<file path="src/io_map_pkg.sv">
/* Address map of the I/O port windows. Each window holds PORT_COUNT consecutive
   addresses, and PORT_INDEX_WIDTH must equal clog2 of PORT_COUNT */

package io_map_pkg;

    // --------------------
    // Address space

    // Width of both the read address and the write address of an access
    localparam int unsigned ADDR_WIDTH = 10;

    // --------------------
    // Port windows

    // Ports of each kind, so the read and write windows have the same size
    localparam int unsigned PORT_COUNT = 4;

    // Bits needed to select one port inside a window
    localparam int unsigned PORT_INDEX_WIDTH = 2;

    // A window must fit in the address space, otherwise the offset
    // arithmetic in the window decode would wrap onto ordinary addresses
    localparam int unsigned ADDR_SPACE = 1 << ADDR_WIDTH;

    // Largest base address that keeps a whole window inside the space
    localparam int unsigned MAX_BASE_ADDR = ADDR_SPACE - PORT_COUNT;

endpackage

</file>
<file path="src/io_access_pkg.sv">
/* Request and result formats of the I/O access pipeline.
   Field widths follow the address map, so both packages must compile together */

package io_access_pkg;

    // Tag carried unchanged from request to result
    localparam int unsigned TAG_WIDTH = 8;

    // --------------------
    // Opcodes

    // Each bit of the encoding names one side of the access
    typedef enum logic [1:0] {
        OP_NONE       = 2'b00,
        OP_READ       = 2'b01,
        OP_WRITE      = 2'b10,
        OP_READ_WRITE = 2'b11
    } op_e;

    // --------------------
    // Request, 30 bits

    typedef struct packed {
        op_e                                  op;
        logic [io_map_pkg::ADDR_WIDTH-1:0]    rd_addr;
        logic [io_map_pkg::ADDR_WIDTH-1:0]    wr_addr;
        logic [TAG_WIDTH-1:0]                 tag;
    } access_req_t;

    // --------------------
    // Result, 17 bits

    // An annulled result always has rden and wren at zero
    typedef struct packed {
        logic [io_map_pkg::PORT_COUNT-1:0]    rden;
        logic [io_map_pkg::PORT_COUNT-1:0]    wren;
        logic                                 annulled;
        logic [TAG_WIDTH-1:0]                 tag;
    } access_result_t;

endpackage

</file>
<file path="src/io_port_check.sv">
/* Stage 1 window decode. BASE_ADDR plus PORT_COUNT must not pass the top of the
   address space. A port counts as ready when its flag is low */

`timescale 1ns/10ps

module io_port_check #(
    parameter logic [io_map_pkg::ADDR_WIDTH-1:0] BASE_ADDR = '0
) (
    input  logic                                      clock,
    input  logic                                      rst,
    input  logic                                      advance,
    input  logic                                      use_port,
    input  logic [io_map_pkg::ADDR_WIDTH-1:0]         addr,
    input  logic [io_map_pkg::PORT_COUNT-1:0]         port_flags,
    output logic                                      is_io,
    output logic [io_map_pkg::PORT_INDEX_WIDTH-1:0]   port_index,
    output logic                                      port_ready
);

    logic [io_map_pkg::ADDR_WIDTH-1:0]         offset;
    logic                                      in_window;
    logic [io_map_pkg::PORT_INDEX_WIDTH-1:0]   index_next;
    logic                                      hit;

    // --------------------
    // Window decode

    // Addresses below the base wrap to large offsets and fall outside
    assign offset     = addr - BASE_ADDR;
    assign in_window  = offset < io_map_pkg::ADDR_WIDTH'(io_map_pkg::PORT_COUNT);
    assign index_next = offset[io_map_pkg::PORT_INDEX_WIDTH-1:0];

    // Only a side that the opcode actually uses can hit the window
    assign hit = in_window & use_port;

    // --------------------
    // Stage 1 registers

    // The flag is sampled on the same edge that accepts the request.
    // A miss reports ready so that it never annuls the access
    always_ff @(posedge clock) begin
        if (rst) begin
            is_io      <= 1'b0;
            port_ready <= 1'b1;
        end else if (advance) begin
            is_io      <= hit;
            port_ready <= hit ? ~port_flags[index_next] : 1'b1;
        end
    end

    always_ff @(posedge clock) begin
        if (advance) begin
            port_index <= index_next;
        end
    end

endmodule

</file>
<file path="src/io_port_select.sv">
/* Stage 2 one-hot port enable decode.
   The enable is all zero whenever the stage 1 access missed the window */

`timescale 1ns/10ps

module io_port_select (
    input  logic                                      clock,
    input  logic                                      rst,
    input  logic                                      advance,
    input  logic                                      enable,
    input  logic [io_map_pkg::PORT_INDEX_WIDTH-1:0]   port_index,
    input  logic                                      ready_in,
    output logic [io_map_pkg::PORT_COUNT-1:0]         active,
    output logic                                      ready_out
);

    logic [io_map_pkg::PORT_COUNT-1:0] decoded;

    // --------------------
    // One-hot decode

    always_comb begin
        decoded = '0;
        if (enable) begin
            decoded[port_index] = 1'b1;
        end
    end

    // --------------------
    // Stage 2 registers

    // Ready moves with the enable so both reach issue control together
    always_ff @(posedge clock) begin
        if (rst) begin
            active    <= '0;
            ready_out <= 1'b1;
        end else if (advance) begin
            active    <= decoded;
            ready_out <= ready_in;
        end
    end

endmodule

</file>
<file path="src/io_access_predication.sv">
/* Predication chain for one port kind, read or write. Enable and ready come out
   two advances after the address, for use by the stage 3 annul decision */

`timescale 1ns/10ps

module io_access_predication #(
    parameter logic [io_map_pkg::ADDR_WIDTH-1:0] BASE_ADDR = '0
) (
    input  logic                                clock,
    input  logic                                rst,
    input  logic                                advance,
    input  logic                                use_port,
    input  logic [io_map_pkg::ADDR_WIDTH-1:0]   addr,
    input  logic [io_map_pkg::PORT_COUNT-1:0]   port_flags,
    output logic [io_map_pkg::PORT_COUNT-1:0]   port_enable,
    output logic                                port_ready
);

    // Stage 1 outputs of the window check
    logic                                      s1_is_io;
    logic [io_map_pkg::PORT_INDEX_WIDTH-1:0]   s1_port_index;
    logic                                      s1_port_ready;

    // --------------------
    // Stage 1

    // Decides whether the address is one of our ports and samples its flag
    io_port_check #(
        .BASE_ADDR  (BASE_ADDR)
    ) u_check (
        .clock      (clock),
        .rst        (rst),
        .advance    (advance),
        .use_port   (use_port),
        .addr       (addr),
        .port_flags (port_flags),
        .is_io      (s1_is_io),
        .port_index (s1_port_index),
        .port_ready (s1_port_ready)
    );

    // --------------------
    // Stage 2

    // The enable is raw here.
    // Issue control zeroes it when either side of the access was not ready,
    // since only then is the readiness of the whole access known
    io_port_select u_select (
        .clock      (clock),
        .rst        (rst),
        .advance    (advance),
        .enable     (s1_is_io),
        .port_index (s1_port_index),
        .ready_in   (s1_port_ready),
        .active     (port_enable),
        .ready_out  (port_ready)
    );

endmodule

</file>
<file path="src/io_issue_control.sv">
/* Valid tracking, global stall and annul decision. All stages move on one advance,
   so a stalled result also holds the two stages behind it */

`timescale 1ns/10ps

module io_issue_control (
    input  logic                                 clock,
    input  logic                                 rst,
    input  io_access_pkg::access_req_t           req,
    input  logic                                 req_valid,
    output logic                                 req_ready,
    output logic                                 advance,
    output logic                                 rd_use,
    output logic                                 wr_use,
    input  logic [io_map_pkg::PORT_COUNT-1:0]    rd_enable,
    input  logic                                 rd_ready,
    input  logic [io_map_pkg::PORT_COUNT-1:0]    wr_enable,
    input  logic                                 wr_ready,
    output io_access_pkg::access_result_t        result,
    output logic                                 result_valid,
    input  logic                                 result_ready
);

    logic                                  s1_valid;
    logic                                  s2_valid;
    logic [io_access_pkg::TAG_WIDTH-1:0]   s1_tag;
    logic [io_access_pkg::TAG_WIDTH-1:0]   s2_tag;
    logic                                  annul;

    // --------------------
    // Stall and opcode decode

    // The pipeline moves when the result slot is free or being taken
    assign advance   = ~result_valid | result_ready;
    assign req_ready = advance;

    always_comb begin
        rd_use = 1'b0;
        wr_use = 1'b0;
        case (req.op)
            io_access_pkg::OP_READ:       rd_use = 1'b1;
            io_access_pkg::OP_WRITE:      wr_use = 1'b1;
            io_access_pkg::OP_READ_WRITE: begin
                rd_use = 1'b1;
                wr_use = 1'b1;
            end
            default: ;
        endcase
    end

    // --------------------
    // Stage tracking

    always_ff @(posedge clock) begin
        if (rst) begin
            s1_valid     <= 1'b0;
            s2_valid     <= 1'b0;
            result_valid <= 1'b0;
        end else if (advance) begin
            s1_valid     <= req_valid;
            s2_valid     <= s1_valid;
            result_valid <= s2_valid;
        end
    end

    // Unused sides report ready, so one blocked side annuls the whole access
    assign annul = ~(rd_ready & wr_ready);

    // Stage 3 result register, held while the result waits to be taken
    always_ff @(posedge clock) begin
        if (advance) begin
            s1_tag          <= req.tag;
            s2_tag          <= s1_tag;
            result.rden     <= annul ? '0 : rd_enable;
            result.wren     <= annul ? '0 : wr_enable;
            result.annulled <= annul;
            result.tag      <= s2_tag;
        end
    end

endmodule

</file>
<file path="src/io_predication_top.sv">
/* I/O access predication pipeline, three stages deep. Port flags are taken on the
   accepting edge, so later flag changes do not affect an access in flight */

`timescale 1ns/10ps

module io_predication_top #(
    parameter logic [io_map_pkg::ADDR_WIDTH-1:0] RD_BASE_ADDR = 10'h200,
    parameter logic [io_map_pkg::ADDR_WIDTH-1:0] WR_BASE_ADDR = 10'h300
) (
    input  logic                                 clock,
    input  logic                                 rst,
    input  io_access_pkg::access_req_t           req,
    input  logic                                 req_valid,
    output logic                                 req_ready,
    input  logic [io_map_pkg::PORT_COUNT-1:0]    rd_empty,
    input  logic [io_map_pkg::PORT_COUNT-1:0]    wr_full,
    output io_access_pkg::access_result_t        result,
    output logic                                 result_valid,
    input  logic                                 result_ready
);

    logic                                 advance;
    logic                                 rd_use;
    logic                                 wr_use;
    logic [io_map_pkg::PORT_COUNT-1:0]    rd_enable;
    logic                                 rd_ready;
    logic [io_map_pkg::PORT_COUNT-1:0]    wr_enable;
    logic                                 wr_ready;

    // --------------------
    // Read and write chains

    // A read port is ready when not empty
    io_access_predication #(
        .BASE_ADDR   (RD_BASE_ADDR)
    ) u_read (
        .clock       (clock),
        .rst         (rst),
        .advance     (advance),
        .use_port    (rd_use),
        .addr        (req.rd_addr),
        .port_flags  (rd_empty),
        .port_enable (rd_enable),
        .port_ready  (rd_ready)
    );

    // A write port is ready when not full
    io_access_predication #(
        .BASE_ADDR   (WR_BASE_ADDR)
    ) u_write (
        .clock       (clock),
        .rst         (rst),
        .advance     (advance),
        .use_port    (wr_use),
        .addr        (req.wr_addr),
        .port_flags  (wr_full),
        .port_enable (wr_enable),
        .port_ready  (wr_ready)
    );

    // --------------------
    // Issue control

    io_issue_control u_issue_control (
        .clock        (clock),
        .rst          (rst),
        .req          (req),
        .req_valid    (req_valid),
        .req_ready    (req_ready),
        .advance      (advance),
        .rd_use       (rd_use),
        .wr_use       (wr_use),
        .rd_enable    (rd_enable),
        .rd_ready     (rd_ready),
        .wr_enable    (wr_enable),
        .wr_ready     (wr_ready),
        .result       (result),
        .result_valid (result_valid),
        .result_ready (result_ready)
    );

endmodule

</file>
<file path="config.mk">
export PLATFORM = sky130hd
export DESIGN_NAME = io_predication_top
export DESIGN_NICKNAME = d
export VERILOG_FILES = /design/src/io_map_pkg.sv /design/src/io_access_pkg.sv /design/src/io_port_check.sv /design/src/io_port_select.sv /design/src/io_access_predication.sv /design/src/io_issue_control.sv /design/src/io_predication_top.sv
export SDC_FILE = /design/constraint.sdc
export NUM_CORES = 1
export LEC_CHECK = 0
export BUFFER_PORTS_ARGS = -buffer_cell sky130_fd_sc_hd__buf_2
export CAP_MARGIN = 40
export CORE_UTILIZATION = 53
export DETAILED_ROUTE_END_ITERATION = 6
export HOLD_SLACK_MARGIN = 0.08
export PLACE_DENSITY = 0.94
export SYNTH_ARGS = -nofsm -noshare
export SYNTH_HDL_FRONTEND = slang
export SYNTH_SLANG_ARGS = --single-unit
</file>
<file path="constraint.sdc">
create_clock -name clock -period 2.6 [get_ports clock]
set_input_delay 0.52 -clock clock [delete_from_list [all_inputs] [get_ports clock]]
set_output_delay 0.52 -clock clock [all_outputs]
set_load 0.02 [all_outputs]
</file>
==> run metrics <==
status complete, no violations; Clock transition at path regs 0.14 ns; Worst Setup End Kind primary output; Port Buffers 60; top-count cell post-synth edfxtp_1; Crit Path Max Fanout 8; PD cells 642.6 mW/mm^2; Final GP Congestion 0.7601; Gate power share 6.2%; width of the die 62.10 microns; Max Clock Freq 617.7 MHz; Cell Chain, Critical Path nor2b_4 -> inv_2 -> buf_2; CP Launch Type flop; largest net degree at the start of global routing 45; core footprint 0.003390 sq mm; vias 1212; Reg-to-Reg End u_read.u_select.active[2]; Worst Setup EP req_ready; worst setup path class flop to primary output; post-route setup TNS 0 ns; post-cts gate resize count 0; Final setup viols 0; grt peak-use layer met2; hold-fix buffers at CTS 0; CTS tree yes; Arr. time, crit path 1.10 ns; Worst Reg-to-Reg Cells 5; Area Growth Syn to Fin 22.68%; cell area after synthesis 0.001914 sq mm; Root Driver clkbuf_4; DR WL/cell 11.80 microns; DRC Markers 0; total wire length 2833 microns; Place WS 0.9060 ns; ANT cells 0; fin area 0.002349 sq mm; Util after Layout 69.29%; Hold Path Class input pin to flop; sequential element share of the synthesized area 75.82%; r2r startpoint u_issue_control.result_valid; Pwr Total 1.509 mW; GR Util met3 2.206%; Bufs and invs on worst path 2; final hold slack 0.3223 ns; Clock Skews 0.01079 ns; top post-synthesis cells by area edfxtp_1 (58%), dfxtp_1 (18%), nand2_1 (3.5%), a21oi_1 (2.9%), and3_1 (2.6%); final period utilization 62.27%; Tmin final 1.619 ns; sw power 0.3066 mW; row count 21; share of layout cells above drive strength 1 39.18%; Mapped Nets 170; sequential group share of total power 64.1%; asr flop ratio synth 0%; DP HPWL 2044 microns; largest area contributor in the netlist edfxtp_1; Layout Nets 235; slew at the pin closest to its max-slew limit 0.4907 ns; Worst-Skew Late Latency 0.36 ns; clock tree sinks 54; #FFs+latches synth 54; post-synth top area share 58.04%; I/O pins 61; slowest stage cell, crit path dfxtp_1; Worst Path Required 2.08 ns; total of max-cap violations 0; Net Sw Frac 20.32%; first-pass GRT wire length 4733 microns; vias in the first global route 1187; Synth top cells by count edfxtp_1 (37), nand2_1 (18), dfxtp_1 (17); Max-slew headroom 67.29%; GRT overflow 0; number of enable flip-flop cells after synthesis 37; cells after synthesis 128; H-tree Lvls 2; CP peak stage delay 0.33 ns; met2 Usage GRT 28.57%; RSZ-0062 raised after global routing false; Pleak 1.002 nW; Cell Int Power 1.203 mW; met1 GRT Util 17.73%; Die ar. 0.003856 sq mm; fin worst setup slack 0.9810 ns; Hold Startpoint req[1]; Final Hold Fails 0; Synth Flop Type edfxtp_1; worst vdd ir 0.0003110 V; cts bufs inserted 5; Avg Vias per Cell 5.050; Initial Util 56.48%; Post-DP Area 0.002267 sq mm; average size of a mapped cell 14.96 sq um; initial antenna violation count 0; CP Depth 3; Pre-antenna DRT Iters 4; placed insts 232; Max Slew Vio Count 0; Post-DRT Antenna Nets 0; Finished Layout Cells 240; Initial DRC Count 25; number of setup buffers added after CTS 0; R2R setup slack 1.16 ns; Global Route Usage Sum 15.90%; crit path launch u_issue_control.result_valid; clk buf depth 2; Netlist cell types 31; delay-heaviest family, CP flip-flops; clock network power share 29.7%; total number of yosys warnings 0; Die Y 62.10 microns
cell usage in the layout, fill, tap and decap left out:
cell type  instances
a21oi_1           11
a31oi_1            1
and2_0             1
and2_1             1
and3_1             8
buf_2             60
buf_4              2
bufinv_16          1
clkbuf_4           5
clkinv_2           1
dfxtp_1           17
edfxtp_1          37
inv_1              1
inv_2              1
inv_6              1
mux2_2             1
mux2i_1            2
mux4_2             1
nand2_1           18
nand2b_1           1
nand3_1            2
nand3b_1           1
nand4_1            3
nand4b_1           4
nor2_1             2
nor2b_4            1
nor3_1             2
nor4_1             1
nor4_4             1
o21a_1             1
o31a_1             1
or3_1              1
or4_4              1
or4b_1             2
worst reg2reg max path, stage by stage, from the launching register on:
cell,delay (ns)
dfxtp_1,0.33
nor2b_4,0.12
inv_2,0.11
buf_4,0.45
nand4b_1,0.18
a21oi_1,0.19
worst min-delay path by stage:
stage	to	slack (ns)	depth (start not counted)
global placement	u_issue_control.result[7]	0.40	0
floorplan	u_issue_control.result[0]	0.40	0
finish	u_issue_control.s1_tag[1]	0.32	1
CTS	u_issue_control.s1_tag[1]	0.30	1
global route	u_issue_control.s1_tag[1]	0.29	1
detailed placement	u_issue_control.result[3]	0.40	0
flip-flops by register name, summed over array words and instances (netlist names), 2 cells and up:
name                        count
u_issue_control.result         17
u_issue_control.s1_tag          8
u_issue_control.s2_tag          8
u_read.u_check.port_index       2
u_read.u_select.active          4
u_write.u_check.port_index      2
u_write.u_select.active         4
cell type report:
type                       instances  area (sq um)
clock buffer                       5         37.54
timing repair buffer              62         315.3
fill                             259          1041
sequential                        54          1451
clock inverter                     3         43.79
tap                               46         57.56
inverter                           2         7.507
multi-input combinational         68         435.4
power groups by stage:
| stage | registers, mW | logic [mW] | clock network, mW |
|---|---|---|---|
| after floorplan | 1.00 | 0.0255 | 0 |
| after global placement | 0.984 | 0.0922 | 0 |
| after detailed placement | 0.987 | 0.0949 | 0 |
| after CTS | 0.967 | 0.0950 | 0.456 |
| after global routing | 0.972 | 0.102 | 0.488 |
| final | 0.967 | 0.0940 | 0.448 |
kinds of logic (layout without fill, tap and decap cells):
| group | after synthesis | count (layout) | synth area share (%) |
|---|---|---|---|
| DFF | 54 | 54 | 75.82 |
| and+or+nand+nor | 50 | 50 | 15.88 |
| AOI/OAI and AO/OA | 14 | 14 | 4.053 |
| buffers and inverters | 6 | 72 | 1.438 |
| muxes | 4 | 4 | 2.810 |
metal layers:
| layer | routed length [microns] | vias up |
|---|---|---|
| met5 | 0 | - |
| met1 | 1207 | 554 |
| met4 | 47 | 0 |
| li1 | - | 608 |
| met2 | 1449 | 46 |
| met3 | 128 | 4 |
Note: power is estimated with default switching activity, not from simulation.
